[src/rtl/ctrl_pkg.sv]
// Shared types, scan codes and bit positions of the player-control front end
package ctrl_pkg;

  //////////////////////////////////////////////////////////////////////
  // Vector types
  //////////////////////////////////////////////////////////////////////

  // Host key word: toggle at bit 10, pressed at bit 9, code in 7:0
  typedef logic [10:0] ps2_key_t;
  typedef logic [7:0]  scan_code_t;
  // One held flag per mapped key
  typedef logic [20:0] key_state_t;
  // Joystick word: directions, buttons, start, coin, pause, service
  typedef logic [10:0] joy_word_t;
  // Same order as joystick bits 0 to 9
  typedef logic [9:0]  player_ctrl_t;

  // Fields of the host key word
  localparam int PS2_TOGGLE_BIT  = 10;
  localparam int PS2_PRESSED_BIT = 9;

  //////////////////////////////////////////////////////////////////////
  // Key bit positions within key_state_t
  //////////////////////////////////////////////////////////////////////

  localparam int KEY_UP    = 0;
  localparam int KEY_DOWN  = 1;
  localparam int KEY_LEFT  = 2;
  localparam int KEY_RIGHT = 3;
  localparam int KEY_CTRL  = 4;
  localparam int KEY_ALT   = 5;
  localparam int KEY_SPACE = 6;
  localparam int KEY_1     = 7;
  localparam int KEY_2     = 8;
  localparam int KEY_5     = 9;
  localparam int KEY_6     = 10;
  localparam int KEY_9     = 11;
  localparam int KEY_0     = 12;
  localparam int KEY_A     = 13;
  localparam int KEY_S     = 14;
  localparam int KEY_Q     = 15;
  localparam int KEY_R     = 16;
  localparam int KEY_F     = 17;
  localparam int KEY_D     = 18;
  localparam int KEY_G     = 19;
  localparam int KEY_P     = 20;

  // Single-byte set 2 scan codes of the mapped keys
  localparam scan_code_t SC_UP    = 8'h75;
  localparam scan_code_t SC_DOWN  = 8'h72;
  localparam scan_code_t SC_LEFT  = 8'h6B;
  localparam scan_code_t SC_RIGHT = 8'h74;
  localparam scan_code_t SC_CTRL  = 8'h14;
  localparam scan_code_t SC_ALT   = 8'h11;
  localparam scan_code_t SC_SPACE = 8'h29;
  localparam scan_code_t SC_1     = 8'h16;
  localparam scan_code_t SC_2     = 8'h1E;
  localparam scan_code_t SC_5     = 8'h2E;
  localparam scan_code_t SC_6     = 8'h36;
  localparam scan_code_t SC_9     = 8'h46;
  localparam scan_code_t SC_0     = 8'h45;
  localparam scan_code_t SC_A     = 8'h1C;
  localparam scan_code_t SC_S     = 8'h1B;
  localparam scan_code_t SC_Q     = 8'h15;
  localparam scan_code_t SC_R     = 8'h2D;
  localparam scan_code_t SC_F     = 8'h2B;
  localparam scan_code_t SC_D     = 8'h23;
  localparam scan_code_t SC_G     = 8'h34;
  localparam scan_code_t SC_P     = 8'h4D;

  //////////////////////////////////////////////////////////////////////
  // Control bit positions within player_ctrl_t and joy_word_t
  //////////////////////////////////////////////////////////////////////

  localparam int CTRL_RIGHT = 0;
  localparam int CTRL_LEFT  = 1;
  localparam int CTRL_DOWN  = 2;
  localparam int CTRL_UP    = 3;
  localparam int CTRL_BTN1  = 4;
  localparam int CTRL_BTN2  = 5;
  localparam int CTRL_BTN3  = 6;
  localparam int CTRL_START = 7;
  localparam int CTRL_COIN  = 8;
  localparam int CTRL_PAUSE = 9;
  // Service exists only in the joystick word
  localparam int JOY_SERVICE = 10;

endpackage

[src/rtl/ps2_key_tracker.sv]
// Key tracker that turns toggle-marked host key events into held key flags
`timescale 1ns/1ps

module ps2_key_tracker (
  input  logic                 clk_sys,
  input  logic                 RESET,
  input  ctrl_pkg::ps2_key_t   ps2_key,
  output ctrl_pkg::key_state_t key_state
);

  // Registered host word and the previous value of its toggle bit
  ctrl_pkg::ps2_key_t   key_q;
  logic                 toggle_q;

  // Decoded fields of the registered word
  logic                 key_event;
  logic                 pressed;
  ctrl_pkg::scan_code_t code;

  //////////////////////////////////////////////////////////////////////
  // Event detection
  //////////////////////////////////////////////////////////////////////

  // One sample of the host word, then a second copy of the toggle only
  always_ff @(posedge clk_sys or posedge RESET) begin
    if (RESET) begin
      key_q    <= '0;
      toggle_q <= 1'b0;
    end else begin
      key_q    <= ps2_key;
      toggle_q <= key_q[ctrl_pkg::PS2_TOGGLE_BIT];
    end
  end

  // High for exactly one cycle per toggle flip
  assign key_event = key_q[ctrl_pkg::PS2_TOGGLE_BIT] != toggle_q;
  assign pressed   = key_q[ctrl_pkg::PS2_PRESSED_BIT];
  assign code      = key_q[7:0];

  //////////////////////////////////////////////////////////////////////
  // Held state per mapped key
  //////////////////////////////////////////////////////////////////////

  // Only the addressed flag moves, unknown codes are dropped
  always_ff @(posedge clk_sys or posedge RESET) begin
    if (RESET) begin
      key_state <= '0;
    end else if (key_event) begin
      case (code)
        // Player 1 directions and buttons
        ctrl_pkg::SC_UP:    key_state[ctrl_pkg::KEY_UP]    <= pressed;
        ctrl_pkg::SC_DOWN:  key_state[ctrl_pkg::KEY_DOWN]  <= pressed;
        ctrl_pkg::SC_LEFT:  key_state[ctrl_pkg::KEY_LEFT]  <= pressed;
        ctrl_pkg::SC_RIGHT: key_state[ctrl_pkg::KEY_RIGHT] <= pressed;
        ctrl_pkg::SC_CTRL:  key_state[ctrl_pkg::KEY_CTRL]  <= pressed;
        ctrl_pkg::SC_ALT:   key_state[ctrl_pkg::KEY_ALT]   <= pressed;
        ctrl_pkg::SC_SPACE: key_state[ctrl_pkg::KEY_SPACE] <= pressed;
        // Start and coin keys of both players
        ctrl_pkg::SC_1:     key_state[ctrl_pkg::KEY_1]     <= pressed;
        ctrl_pkg::SC_2:     key_state[ctrl_pkg::KEY_2]     <= pressed;
        ctrl_pkg::SC_5:     key_state[ctrl_pkg::KEY_5]     <= pressed;
        ctrl_pkg::SC_6:     key_state[ctrl_pkg::KEY_6]     <= pressed;
        // Service keys
        ctrl_pkg::SC_9:     key_state[ctrl_pkg::KEY_9]     <= pressed;
        ctrl_pkg::SC_0:     key_state[ctrl_pkg::KEY_0]     <= pressed;
        // Player 2 buttons
        ctrl_pkg::SC_A:     key_state[ctrl_pkg::KEY_A]     <= pressed;
        ctrl_pkg::SC_S:     key_state[ctrl_pkg::KEY_S]     <= pressed;
        ctrl_pkg::SC_Q:     key_state[ctrl_pkg::KEY_Q]     <= pressed;
        // Player 2 directions on the RFDG cluster
        ctrl_pkg::SC_R:     key_state[ctrl_pkg::KEY_R]     <= pressed;
        ctrl_pkg::SC_F:     key_state[ctrl_pkg::KEY_F]     <= pressed;
        ctrl_pkg::SC_D:     key_state[ctrl_pkg::KEY_D]     <= pressed;
        ctrl_pkg::SC_G:     key_state[ctrl_pkg::KEY_G]     <= pressed;
        // Pause for player 1 only
        ctrl_pkg::SC_P:     key_state[ctrl_pkg::KEY_P]     <= pressed;
        default: begin
          key_state <= key_state;
        end
      endcase
    end
  end

endmodule

[src/rtl/joy_port_receiver.sv]
// Four-phase req/ack receiver holding the latest joystick word of each player
`timescale 1ns/1ps

module joy_port_receiver #(
  parameter int SYNC_STAGES = 2
) (
  input  logic                clk_sys,
  input  logic                RESET,
  input  logic                joy_req,
  input  logic                joy_sel,
  input  ctrl_pkg::joy_word_t joy_word,
  output logic                joy_ack,
  output ctrl_pkg::joy_word_t joy_p1,
  output ctrl_pkg::joy_word_t joy_p2
);

  // RX_ACK is the latch cycle, RX_WAIT_LOW holds ack until req drops
  typedef enum logic [1:0] {
    RX_IDLE,
    RX_ACK,
    RX_WAIT_LOW
  } rx_state_t;

  rx_state_t              state;
  logic [SYNC_STAGES-1:0] req_sync;
  logic                   req_s;
  logic                   take;

  //////////////////////////////////////////////////////////////////////
  // Request synchronizer
  //////////////////////////////////////////////////////////////////////

  always_ff @(posedge clk_sys or posedge RESET) begin
    if (RESET) begin
      req_sync <= '0;
    end else begin
      req_sync <= {req_sync[SYNC_STAGES-2:0], joy_req};
    end
  end

  assign req_s = req_sync[SYNC_STAGES-1];

  // New request seen, word and select are already stable
  assign take = (state == RX_IDLE) && req_s;

  //////////////////////////////////////////////////////////////////////
  // Handshake FSM
  //////////////////////////////////////////////////////////////////////

  always_ff @(posedge clk_sys or posedge RESET) begin
    if (RESET) begin
      state   <= RX_IDLE;
      joy_ack <= 1'b0;
    end else begin
      case (state)
        RX_IDLE: begin
          if (take) begin
            state   <= RX_ACK;
            joy_ack <= 1'b1;
          end
        end
        RX_ACK: begin
          state <= RX_WAIT_LOW;
        end
        RX_WAIT_LOW: begin
          // A held req stays here and is never taken twice
          if (!req_s) begin
            state   <= RX_IDLE;
            joy_ack <= 1'b0;
          end
        end
        default: begin
          state   <= RX_IDLE;
          joy_ack <= 1'b0;
        end
      endcase
    end
  end

  // Word registers, loaded on the same edge as the ack rise
  always_ff @(posedge clk_sys or posedge RESET) begin
    if (RESET) begin
      joy_p1 <= '0;
      joy_p2 <= '0;
    end else if (take) begin
      if (joy_sel) begin
        joy_p2 <= joy_word;
      end else begin
        joy_p1 <= joy_word;
      end
    end
  end

endmodule

[src/rtl/control_combiner.sv]
// Merges held keys and joystick words into registered player and service lines
`timescale 1ns/1ps

module control_combiner (
  input  logic                   clk_sys,
  input  logic                   RESET,
  input  ctrl_pkg::key_state_t   key_state,
  input  ctrl_pkg::joy_word_t    joy_p1,
  input  ctrl_pkg::joy_word_t    joy_p2,
  output ctrl_pkg::player_ctrl_t p1_ctrl,
  output ctrl_pkg::player_ctrl_t p2_ctrl,
  output logic [1:0]             svc
);

  // Key contributions laid out in control bit order
  ctrl_pkg::player_ctrl_t p1_keys;
  ctrl_pkg::player_ctrl_t p2_keys;

  //////////////////////////////////////////////////////////////////////
  // Key to control mapping
  //////////////////////////////////////////////////////////////////////

  always_comb begin
    p1_keys = '0;
    // Arrows, CTRL/ALT/SPACE, 1 and 5, P
    p1_keys[ctrl_pkg::CTRL_RIGHT] = key_state[ctrl_pkg::KEY_RIGHT];
    p1_keys[ctrl_pkg::CTRL_LEFT]  = key_state[ctrl_pkg::KEY_LEFT];
    p1_keys[ctrl_pkg::CTRL_DOWN]  = key_state[ctrl_pkg::KEY_DOWN];
    p1_keys[ctrl_pkg::CTRL_UP]    = key_state[ctrl_pkg::KEY_UP];
    p1_keys[ctrl_pkg::CTRL_BTN1]  = key_state[ctrl_pkg::KEY_CTRL];
    p1_keys[ctrl_pkg::CTRL_BTN2]  = key_state[ctrl_pkg::KEY_ALT];
    p1_keys[ctrl_pkg::CTRL_BTN3]  = key_state[ctrl_pkg::KEY_SPACE];
    p1_keys[ctrl_pkg::CTRL_START] = key_state[ctrl_pkg::KEY_1];
    p1_keys[ctrl_pkg::CTRL_COIN]  = key_state[ctrl_pkg::KEY_5];
    p1_keys[ctrl_pkg::CTRL_PAUSE] = key_state[ctrl_pkg::KEY_P];
  end

  always_comb begin
    // Pause bit stays zero, player 2 pause is joystick only
    p2_keys = '0;
    p2_keys[ctrl_pkg::CTRL_RIGHT] = key_state[ctrl_pkg::KEY_G];
    p2_keys[ctrl_pkg::CTRL_LEFT]  = key_state[ctrl_pkg::KEY_D];
    p2_keys[ctrl_pkg::CTRL_DOWN]  = key_state[ctrl_pkg::KEY_F];
    p2_keys[ctrl_pkg::CTRL_UP]    = key_state[ctrl_pkg::KEY_R];
    p2_keys[ctrl_pkg::CTRL_BTN1]  = key_state[ctrl_pkg::KEY_A];
    p2_keys[ctrl_pkg::CTRL_BTN2]  = key_state[ctrl_pkg::KEY_S];
    p2_keys[ctrl_pkg::CTRL_BTN3]  = key_state[ctrl_pkg::KEY_Q];
    p2_keys[ctrl_pkg::CTRL_START] = key_state[ctrl_pkg::KEY_2];
    p2_keys[ctrl_pkg::CTRL_COIN]  = key_state[ctrl_pkg::KEY_6];
  end

  //////////////////////////////////////////////////////////////////////
  // Output registers
  //////////////////////////////////////////////////////////////////////

  always_ff @(posedge clk_sys or posedge RESET) begin
    if (RESET) begin
      p1_ctrl <= '0;
      p2_ctrl <= '0;
      svc     <= 2'b00;
    end else begin
      // Either source holds a bit high
      p1_ctrl <= p1_keys | joy_p1[ctrl_pkg::CTRL_PAUSE:ctrl_pkg::CTRL_RIGHT];
      p2_ctrl <= p2_keys | joy_p2[ctrl_pkg::CTRL_PAUSE:ctrl_pkg::CTRL_RIGHT];
      // Bit 0 key 9 with player 1 service, bit 1 key 0 with player 2
      svc[0]  <= key_state[ctrl_pkg::KEY_9] | joy_p1[ctrl_pkg::JOY_SERVICE];
      svc[1]  <= key_state[ctrl_pkg::KEY_0] | joy_p2[ctrl_pkg::JOY_SERVICE];
    end
  end

endmodule

[src/rtl/ctrl_front_end.sv]
// Player-control front end joining key tracker, joystick port and combiner
`timescale 1ns/1ps

module ctrl_front_end #(
  // Flops on joy_req before the handshake FSM, 2 or more
  parameter int SYNC_STAGES = 2
) (
  input  logic                   clk_sys,
  input  logic                   RESET,
  // Host key word, one event per flip of bit 10
  input  ctrl_pkg::ps2_key_t     ps2_key,
  // Joystick port, four-phase handshake
  input  logic                   joy_req,
  input  logic                   joy_sel,
  input  ctrl_pkg::joy_word_t    joy_word,
  output logic                   joy_ack,
  // Merged controls toward the game core
  output ctrl_pkg::player_ctrl_t p1_ctrl,
  output ctrl_pkg::player_ctrl_t p2_ctrl,
  output logic [1:0]             svc
);

  ctrl_pkg::key_state_t key_state;
  ctrl_pkg::joy_word_t  joy_p1;
  ctrl_pkg::joy_word_t  joy_p2;

  //////////////////////////////////////////////////////////////////////
  // Input sources
  //////////////////////////////////////////////////////////////////////

  // Two cycles from a key word change to key_state
  ps2_key_tracker u_ps2_key_tracker (
    .clk_sys   (clk_sys),
    .RESET     (RESET),
    .ps2_key   (ps2_key),
    .key_state (key_state)
  );

  joy_port_receiver #(
    .SYNC_STAGES (SYNC_STAGES)
  ) u_joy_port_receiver (
    .clk_sys  (clk_sys),
    .RESET    (RESET),
    .joy_req  (joy_req),
    .joy_sel  (joy_sel),
    .joy_word (joy_word),
    .joy_ack  (joy_ack),
    .joy_p1   (joy_p1),
    .joy_p2   (joy_p2)
  );

  //////////////////////////////////////////////////////////////////////
  // Merge stage
  //////////////////////////////////////////////////////////////////////

  // One more register, so keys show after 3 cycles and joysticks 1 after ack
  control_combiner u_control_combiner (
    .clk_sys   (clk_sys),
    .RESET     (RESET),
    .key_state (key_state),
    .joy_p1    (joy_p1),
    .joy_p2    (joy_p2),
    .p1_ctrl   (p1_ctrl),
    .p2_ctrl   (p2_ctrl),
    .svc       (svc)
  );

endmodule

[config.mk]
export PLATFORM = sky130hd
export DESIGN_NAME = ctrl_front_end
export DESIGN_NICKNAME = d
export VERILOG_FILES = /design/src/rtl/ctrl_pkg.sv /design/src/rtl/ps2_key_tracker.sv /design/src/rtl/joy_port_receiver.sv /design/src/rtl/control_combiner.sv /design/src/rtl/ctrl_front_end.sv
export SDC_FILE = /design/constraint.sdc
export NUM_CORES = 1
export LEC_CHECK = 0
export BUFFER_PORTS_ARGS = -buffer_cell sky130_fd_sc_hd__buf_2
export CAP_MARGIN = 30
export CORE_MARGIN = 5
export CORE_UTILIZATION = 40
export DETAILED_ROUTE_END_ITERATION = 6
export PLACE_DENSITY = 0.69
export SKIP_LAST_GASP = 1
export SLEW_MARGIN = 20
export SYNTH_ARGS = -nofsm -noshare
export SYNTH_HDL_FRONTEND = slang
export SYNTH_SLANG_ARGS = --single-unit
[constraint.sdc]
create_clock -name clk_sys -period 3.2 [get_ports clk_sys]
set_clock_uncertainty 0.1 [all_clocks]
set_input_delay 0.8 -clock clk_sys [delete_from_list [all_inputs] [get_ports clk_sys]]
set_output_delay 0.8 -clock clk_sys [all_outputs]
set_load 0.005 [all_outputs]
==> results of run 1 <==
-- final cells by class --
type,instances,area [um^2]
Sequential cell,81,2030
Clock inverter,6,82.6
Multi-Input combinational cell,112,988
Fill cell,653,3710
Timing Repair Buffer,51,265
Inverter,2,8.76
Clock buffer,10,128
Tap cell,99,124
-- per-stage QoR --
step	hold slack (ns)	instance area, um^2	util, %	setup slack, ns	instances
after floorplan	0.231	3050	-	0.220	202
after global placement	0.233	3410	46.6	1.12	345
after detailed placement	0.237	3410	46.6	1.11	345
after CTS	0.255	3620	49.4	1.14	361
after global routing	0.266	3620	49.4	1.04	361
final	0.253	3620	49.4	1.16	361
-- power by group through the flow --
stage               sequential (uW)  combinational [uW]  clock [uW]
floorplan                      1480                 337           0
global placement               1480                 568           0
detailed placement             1490                 578           0
CTS                            1470                 580         811
global route                   1510                 637         858
finish                         1470                 561         785
-- flip-flops by register name, indices dropped and copies added (netlist names) --
name,flops
u_ps2_key_tracker.key_state,21
u_control_combiner.svc,2
u_joy_port_receiver.joy_p1,11
u_joy_port_receiver.joy_p2,11
u_ps2_key_tracker.key_q,10
u_ps2_key_tracker.toggle_q,1
u_joy_port_receiver.joy_ack,1
u_control_combiner.p2_ctrl,10
u_control_combiner.p1_ctrl,10
u_joy_port_receiver.state,2
u_joy_port_receiver.req_sync,2
-- logic make-up after synthesis --
family,count (synthesis)
DFF,81
AOI/OAI and AO/OA,1
muxes,44
buffers and inverters,9
and+or+nand+nor,66
xor gates and xnor gates,1
-- layout by cell type (no fill, tap or decap) --
master / count
nor3_2: 1
clkinvlp_4: 1
clkinv_2: 4
or2_2: 21
bufinv_16: 2
nand4_1: 6
nor4b_1: 2
xor2_1: 1
buf_2: 47
inv_1: 1
and4b_1: 3
nor4b_2: 1
nand3b_1: 3
nor2b_1: 5
clkbuf_8: 9
dfrtp_1: 81
a21oi_1: 1
nor2_1: 2
clkbuf_1: 1
nand4b_1: 1
and4bb_2: 2
nor4bb_1: 1
mux2i_1: 1
buf_4: 4
nor4b_4: 2
mux2_2: 42
nand2b_1: 1
and2_1: 2
mux2_1: 1
nor3b_1: 1
nand3_1: 12
-- critical path: cells and delay by family (launching register included) --
family           cells  cell delay, ns
and+or+nand+nor      2            0.98
DFF                  1            0.43
muxes                1            0.41
-- layer usage --
layer	GRT usage [%]	wire [um]	vias to the layer above
li1	-	-	825
met1	16.6	2490	839
met2	17.6	2250	44
met3	5.24	317	10
met4	5.11	85	0
met5	0	0	-
-- worst max-delay path by stage --
stage | depth (start not counted) | to
after floorplan | 1 | u_control_combiner.p1_ctrl[0]
after global placement | 3 | u_joy_port_receiver.joy_p2[4]
after detailed placement | 3 | u_joy_port_receiver.joy_p2[9]
after CTS | 3 | u_joy_port_receiver.joy_p2[3]
after global routing | 3 | u_joy_port_receiver.joy_p2[6]
final | 3 | u_joy_port_receiver.joy_p2[9]
==> results.yml, run 1 <==
outcome:
  outcome: "complete, no violations"
global_routing:
  antenna_found_initial: 0
  first_global_vias: 1890
  track_usage_pct: 12.4
  overflow: 0
  grt_max_degree: 45
  grt_pass1_wl_mm: 9.22
synth:
  synth.largest_area_cell: "dfrtp_1"
  yosysSeqAreaShare_pct: 66.4
  syn_inst: 202
  avgSynthCellArea_um2: 15.1
  synth_xor_area_share_pct: 0.287
  synthesis.area_mm2: 0.00305
  synth_edf_count: 0
  synth_top_family_by_area: "multiplexers"
  synth_top_cells_by_count: "dfrtp_1 (81), mux2_2 (42), or2_2 (21), nand3_1 (12), nand4_1 (6)"
  synth.area.top_cells: "dfrtp_1 (66%), mux2_2 (16%), or2_2 (4.3%)"
  synth-compound-area-share_pct: 0.164
  synthAdderAreaFrac_pct: 0
  ys_ff_latch: 81
  synth-simple-area-share_pct: 15.6
  synth.distinct_cells: 27
  synth.top_cell.area_share_pct: 66.4
  synth.most_common_cell: "dfrtp_1"
  synthMuxAreaShare_pct: 16.2
  syn-num-nets: 228
  synth_ff_type: "dfrtp_1"
  async_flop_share_pct: 100
  ys_warn_count: 0
pwr:
  power.total_uw: 2810
  clock_power_share_pct: 27.9
  vdd_drop_max_v: 0.000393
  pwr-share-comb_pct: 19.9
  netSwitchingFraction_pct: 24.4
  internal_power_uw: 2130
  leakagePower_uw: 0.00168
  seq_power_share_pct: 52.1
  p_switching_uw: 685
  p_per_area_mw_per_mm2: 776
setup_path:
  max_stage_delay_ns: 0.61
  r2r_slack_ns: 1.16
  worst_r2r_path_depth: 3
  worstPathArrival_ns: 2.17
  rr_startpoint: "u_joy_port_receiver.state[1]"
  cp_max_fo: 11
  start_kind: "register"
  end_kind: "register"
  path_class: "reg2reg"
  required_ns: 3.34
  cp-startpoint: "u_joy_port_receiver.state[1]"
  r2r_end: "u_joy_port_receiver.joy_p2[9]"
  path_cells: "nor3b_1 -> and2_1 -> mux2_2"
  slowest_stage: "and2_1"
hold_path:
  min_from: "u_joy_port_receiver.req_sync[0]"
  min_path_cells: 0
  hold-path-endpoint: "u_joy_port_receiver.req_sync[1]"
  min_path_type: "reg2reg"
timing:
  relSlewSlack_pct: 51.7
  setup_viol: 0
  worstMarginPinSlew_ns: 0.724
  fin_crit_ns: 2.04
  drv_slew: 0
  fin_setup_tns_ns: 0
  min_period_over_period_pct: 63.6
  hold_viol: 0
  fmax_mhz: 491
  rsz0062_at_grt: "false"
cts:
  clockBufferDepth: 2
  cts-hold-fix-buffers: 0
  clk_pin_slew_ns: 0.08
  root_buffer: "clkbuf_8"
  cts_sinks: 81
  cts_setup_buffers: 0
  post_cts_resized: 0
  numCtsBuffers: 9
  clk_latency_ns: 0.35
  htreeDepth: 3
  cts_tree: "built"
die:
  core-area_mm2: 0.00733
  rows: 31
  io_pins: 49
  design.die.area_mm2: 0.00947
  die_y_um: 97.3
  die_w_um: 97.3
  start_util_pct: 41.6
flow_run:
  drv_cap: 0
detailed_routing:
  drc: 0
  drt_first_pass_iters: 4
  drt_iter0_drc: 58
  vias_per_cell: 4.76
  wl_per_cell_um: 14.2
  vias: 1718
  wl_mm: 5.14
  ant_nets: 0
placed_design:
  gp_congestion: 0.758
  port_buffers: 47
  hpwl_mm: 3.58
final_layout:
  syn2layout_area_growth_pct: 18.8
  finalNetCount: 283
  drive_gt1_share_pct: 51.9
  num_antenna_cells: 0
(Power assumes the default switching activity.)
==> inputs of run 2 (changes only) <==
--- a/config.mk
+++ b/config.mk
@@ -10,7 +10,7 @@
 export CORE_MARGIN = 5
 export CORE_UTILIZATION = 40
 export DETAILED_ROUTE_END_ITERATION = 6
-export PLACE_DENSITY = 0.69
+export PLACE_DENSITY = 0.71
 export SKIP_LAST_GASP = 1
 export SLEW_MARGIN = 20
 export SYNTH_ARGS = -nofsm -noshare
==> constraint.sdc (replaced) <==
create_clock -name clk_sys -period 1.6 [get_ports clk_sys]
set_clock_uncertainty 0.1 [all_clocks]
set_input_delay 0.4 -clock clk_sys [delete_from_list [all_inputs] [get_ports clk_sys]]
set_output_delay 0.4 -clock clk_sys [all_outputs]
set_load 0.005 [all_outputs]
==> results.yml, run 2 (synthesized netlist as in run 1, its figures left out) <==
outcome:
  outcome: "complete, no violations"
placed_design:
  port_buffers: 47
  pre_cts_ws_ns: -0.00106
  hpwl_mm: 3.86
  gp_congestion: 0.785
pwr:
  leakagePower_uw: 0.00174
  p_per_area_mw_per_mm2: 1460
  vdd_drop_max_v: 0.000696
  power.total_uw: 5510
detailed_routing:
  wl_mm: 5.33
  drt_first_pass_iters: 4
  wl_met3_um: 270
  vias_per_cell: 4.80
  drc: 0
  vias: 1782
  ant_nets: 0
  wl_per_cell_um: 14.4
  routedLengthMet1_mm: 2.51
  maxUsedRoutingLayer: "met4"
  drt_iter0_drc: 68
  dr_wl_met2_mm: 2.44
die:
  die_w_um: 97.3
  start_util_pct: 41.6
  rows: 31
  io_pins: 49
  die_y_um: 97.3
  core-area_mm2: 0.00733
  design.die.area_mm2: 0.00947
global_routing:
  grt_pass1_wl_mm: 9.35
  first_global_vias: 1857
  antenna_found_initial: 0
  grt_max_degree: 26
  overflow: 0
  track_usage_pct: 12.5
setup_path:
  path_class: "reg2reg"
  slowest_stage: "dfrtp_2"
  end_kind: "register"
  start_kind: "register"
  cp_max_fo: 6
  critPathBufInv: 1
  cp_top_family: "flip-flops"
  required_ns: 1.73
  worstPathArrival_ns: 1.70
  path_cells: "nor4b_4 -> buf_4 -> nand3_1 -> mux2_2"
  max_stage_delay_ns: 0.47
final_layout:
  finalNetCount: 294
  num_antenna_cells: 0
  biggestRegsByFlops: "u_ps2_key_tracker.key_state x21, u_joy_port_receiver.joy_p1 x11, u_joy_port_receiver.joy_p2 x11"
  final_util_pct: 51.4
  layout_common_cells: "dfrtp_1 (77), buf_2 (47), mux2_2 (42), or2_2 (21), clkbuf_8 (12)"
  nFillCells: 627
  final_common_cell: "dfrtp_1"
  largest_reg_flops: 21
  regMostFlops: "u_ps2_key_tracker.key_state"
  drive_gt1_share_pct: 57.0
  syn2layout_area_growth_pct: 23.5
timing:
  min_period_over_period_pct: 98.4
  relSlewSlack_pct: 62.3
  hold_viol: 0
  rsz0062_at_grt: "true"
  fmax_mhz: 635
  drv_slew: 0
  timing.final.ws_setup_ns: 0.0263
  worstMarginPinSlew_ns: 0.565
  fin_crit_ns: 1.57
  setup_viol: 0
cts:
  root_buffer: "clkbuf_8"
  cts_sinks: 81
  htreeDepth: 3
  cts_tree: "built"
  clockBufferDepth: 2
  clk_pin_slew_ns: 0.07
  clk_latency_ns: 0.34
  numCtsBuffers: 9
hold_path:
  min_path_type: "in2reg"
flow_run:
  drv_cap: 0
-- run 2: cell count changes in the layout (fill, tap and decap cells not counted), moves of 3 or more --
cell	previous run	this run
clkbuf_8	9	12
nand3_2	0	3
clkinv_2	4	1
nand3_1	12	9
dfrtp_1	81	77
buf_12	0	4
buf_4	4	10
dfrtp_2	0	4
-- run 2: timing repair --
| item | in CTS | in global routing |
|---|---|---|
| hold endpoints to repair | 13 | 0 |
| pin swaps | 1 | 0 |
| resized for setup | 1 | 9 |
| buffers inserted | 1 | 0 |
| hold buffers | 1 | 0 |
| endpoints found under the setup margin | 9 | 20 |
-- run 2: through the flow --
stage	hold WS, ns	instance area (um^2)	std cells	TNS, ns
finish	0.0589	3770	371	0
global route	0.0265	3770	371	-0.322
CTS	0.0372	3740	371	0
detailed placement	0.236	3530	354	-0.00106
global placement	0.233	3530	354	0
floorplan	0.231	3050	202	0
-- run 2: cell type report --
type | instances | area [um^2] | share of cell area [%]
Tap cell | 99 | 124 | 3.29
Clock buffer | 13 | 169 | 4.49
Sequential cell | 81 | 2030 | 54.0
Timing Repair Buffer | 62 | 400 | 10.6
Clock inverter | 2 | 12.5 | 0.332
Multi-Input combinational cell | 112 | 1020 | 27.0
Inverter | 2 | 11.3 | 0.299
-- run 2: path summary, 6_finish.rpt --
kind / to / cells past startpoint / start / slack, ns
max in group asynchronous: u_ps2_key_tracker.key_q[6] / 4 / RESET / 0.42
min in group asynchronous: u_control_combiner.p2_ctrl[7] / 3 / RESET / 0.51
worst min register to register: u_joy_port_receiver.req_sync[1] / 0 / u_joy_port_receiver.req_sync[0] / 0.25
worst max register to register: u_ps2_key_tracker.key_state[13] / 4 / u_ps2_key_tracker.key_q[7] / 0.03
worst min-delay path: u_ps2_key_tracker.key_q[10] / 1 / ps2_key[10] / 0.06
worst max-delay path: u_ps2_key_tracker.key_state[13] / 4 / u_ps2_key_tracker.key_q[7] / 0.03
-- run 2: metal layers --
layer / GRT usage, % / vias up
met2: 18.1 / 43
met1: 16.8 / 885
met3: 4.09 / 12
met5: 0 / -
met4: 6.28 / 0
li1: - / 842
-- run 2: where the power goes --
group | total (uW) | internal (uW) | switching, uW
sequential | 2920 | 2680 | 236
clock | 1350 | 681 | 667
combinational | 1240 | 774 | 467
total | 5510 | 4140 | 1370
==> inputs of run 3 (changes only) <==
--- a/config.mk
+++ b/config.mk
@@ -7,6 +7,7 @@
 export LEC_CHECK = 0
 export BUFFER_PORTS_ARGS = -buffer_cell sky130_fd_sc_hd__buf_2
 export CAP_MARGIN = 30
+export CORE_ASPECT_RATIO = 0.7
 export CORE_MARGIN = 5
 export CORE_UTILIZATION = 40
 export DETAILED_ROUTE_END_ITERATION = 6
==> results.yml, run 3 (synthesized netlist as in run 1, its figures left out) <==
pwr:
  p_per_area_mw_per_mm2: 1520
  leakagePower_uw: 0.00177
  clock_power_share_pct: 27.7
  power.total_uw: 5790
  p_switching_uw: 1370
  netSwitchingFraction_pct: 23.7
  seq_power_share_pct: 50.5
  pwr-share-comb_pct: 21.8
  vdd_drop_max_v: 0.000607
  internal_power_uw: 4420
detailed_routing:
  drt_iter0_drc: 88
  drc: 0
  wl_per_cell_um: 14.8
  drt_first_pass_iters: 4
  wl_mm: 5.48
  vias_per_cell: 4.85
  vias: 1795
  ant_nets: 0
cts:
  cts_tree: "built"
  root_buffer: "clkbuf_8"
  clk_pin_slew_ns: 0.07
  cts_sinks: 81
  clockBufferDepth: 2
  htreeDepth: 3
  numCtsBuffers: 9
  clk_latency_ns: 0.34
setup_path:
  rr_startpoint: "u_ps2_key_tracker.key_q[6]"
  r2r_slack_ns: 0.03
  required_ns: 1.73
  r2r_end: "u_ps2_key_tracker.key_state[8]"
  path_class: "reg2reg"
  cp_max_fo: 6
  worst_r2r_path_depth: 4
  worstPathArrival_ns: 1.70
  end_kind: "register"
  start_kind: "register"
die:
  io_pins: 49
  rows: 26
  design.die.area_mm2: 0.00950
  start_util_pct: 41.5
  die_w_um: 114
  die_y_um: 83.1
  core-area_mm2: 0.00735
placed_design:
  pre_cts_ws_ns: 0.0350
  gp_congestion: 0.784
  hpwl_mm: 3.88
  port_buffers: 47
global_routing:
  grt_max_degree: 31
  grt_pass1_wl_mm: 9.39
  first_global_vias: 1862
  overflow: 0
  antenna_found_initial: 0
  track_usage_pct: 12.8
timing:
  timing.final.ws_setup_ns: 0.0263
  hold_viol: 0
  rsz0062_at_grt: "true"
  min_period_over_period_pct: 98.4
  worstMarginPinSlew_ns: 0.580
  setup_viol: 0
  relSlewSlack_pct: 61.4
  fin_crit_ns: 1.57
  drv_slew: 0
  fmax_mhz: 635
final_layout:
  regMostFlops: "u_ps2_key_tracker.key_state"
  biggestRegsByFlops: "u_ps2_key_tracker.key_state x21, u_joy_port_receiver.joy_p1 x11, u_joy_port_receiver.joy_p2 x11"
  final_util_pct: 51.9
  final_common_cell: "dfrtp_1"
  syn2layout_area_growth_pct: 25.1
  num_antenna_cells: 0
  layout_common_cells: "dfrtp_1 (77), buf_2 (47), mux2_2 (41), or2_2 (21), nand3_1 (12)"
  drive_gt1_share_pct: 56.3
  nFillCells: 651
  finalNetCount: 295
  largest_reg_flops: 21
hold_path:
  min_path_type: "in2reg"
  min_from: "ps2_key[6]"
  min_path_cells: 1
  hold-path-endpoint: "u_ps2_key_tracker.key_q[6]"
flow_run:
  drv_cap: 0
outcome:
  outcome: "complete, no violations"
## run 3: critical path, stage by stage (launching register included)
cell and delay (ns):
dfrtp_2 0.47, nor4b_4 0.32, buf_4 0.19, nand3_1 0.10
mux2_2 0.29
## run 3: how the worst max path moves through the flow
stage | startpoint | end | slack (ns) | cells past startpoint
5_1_grt | u_ps2_key_tracker.key_q[6] | u_ps2_key_tracker.key_state[17] | -0.04 | 4
6_report | u_ps2_key_tracker.key_q[6] | u_ps2_key_tracker.key_state[8] | 0.03 | 4
2_1_floorplan | u_joy_port_receiver.state[1] | u_joy_port_receiver.joy_p2[0] | 0.04 | 4
4_1_cts | u_joy_port_receiver.state[1] | u_joy_port_receiver.joy_p2[3] | 0.01 | 4
3_5_place_dp | u_joy_port_receiver.state[1] | u_joy_port_receiver.joy_p2[10] | 0.03 | 4
3_3_place_gp | u_joy_port_receiver.state[1] | u_joy_port_receiver.joy_p2[10] | 0.04 | 4
## run 3: cell type report
cell class	instances	area, um^2	share of cell area (%)
clock inverter	3	65.1	1.71
sequential	81	2030	53.3
tap	98	123	3.21
inverter	2	11.3	0.295
multi-input combinational	112	1010	26.5
clock buffer	11	151	3.97
timing repair buffer	63	420	11.0
## run 3: through the flow
step	hold WS, ns	instance area (um^2)	std cells	TNS (ns)
detailed placement	0.235	3540	353	0
global route	0.0303	3810	370	-0.0748
finish	0.0573	3810	370	0
floorplan	0.231	3050	202	0
CTS	0.0347	3770	368	0
global placement	0.234	3540	353	0
## run 3: timing repair
action	CTS	global route
endpoints found under the hold margin	8	0
hold buffers	1	0
endpoints found under the setup margin	0	37
gates resized for setup	0	10
buffers inserted	0	2
## run 3: routing by layer
metal	global-route usage [%]	part of all wire (%)
met1	18.7	50
met2	16.8	41
met3	4.87	7.2
met4	5.18	1.3
met5	0	0
## run 3: power by group through the flow
stage          sequential [uW]  clock (uW)  combinational, uW
3_3_place_gp              2950           0               1240
2_1_floorplan             2970           0                674
3_5_place_dp              2970           0               1270
5_1_grt                   3010        1730               1420
4_1_cts                   2930        1660               1280
6_report                  2930        1600               1260
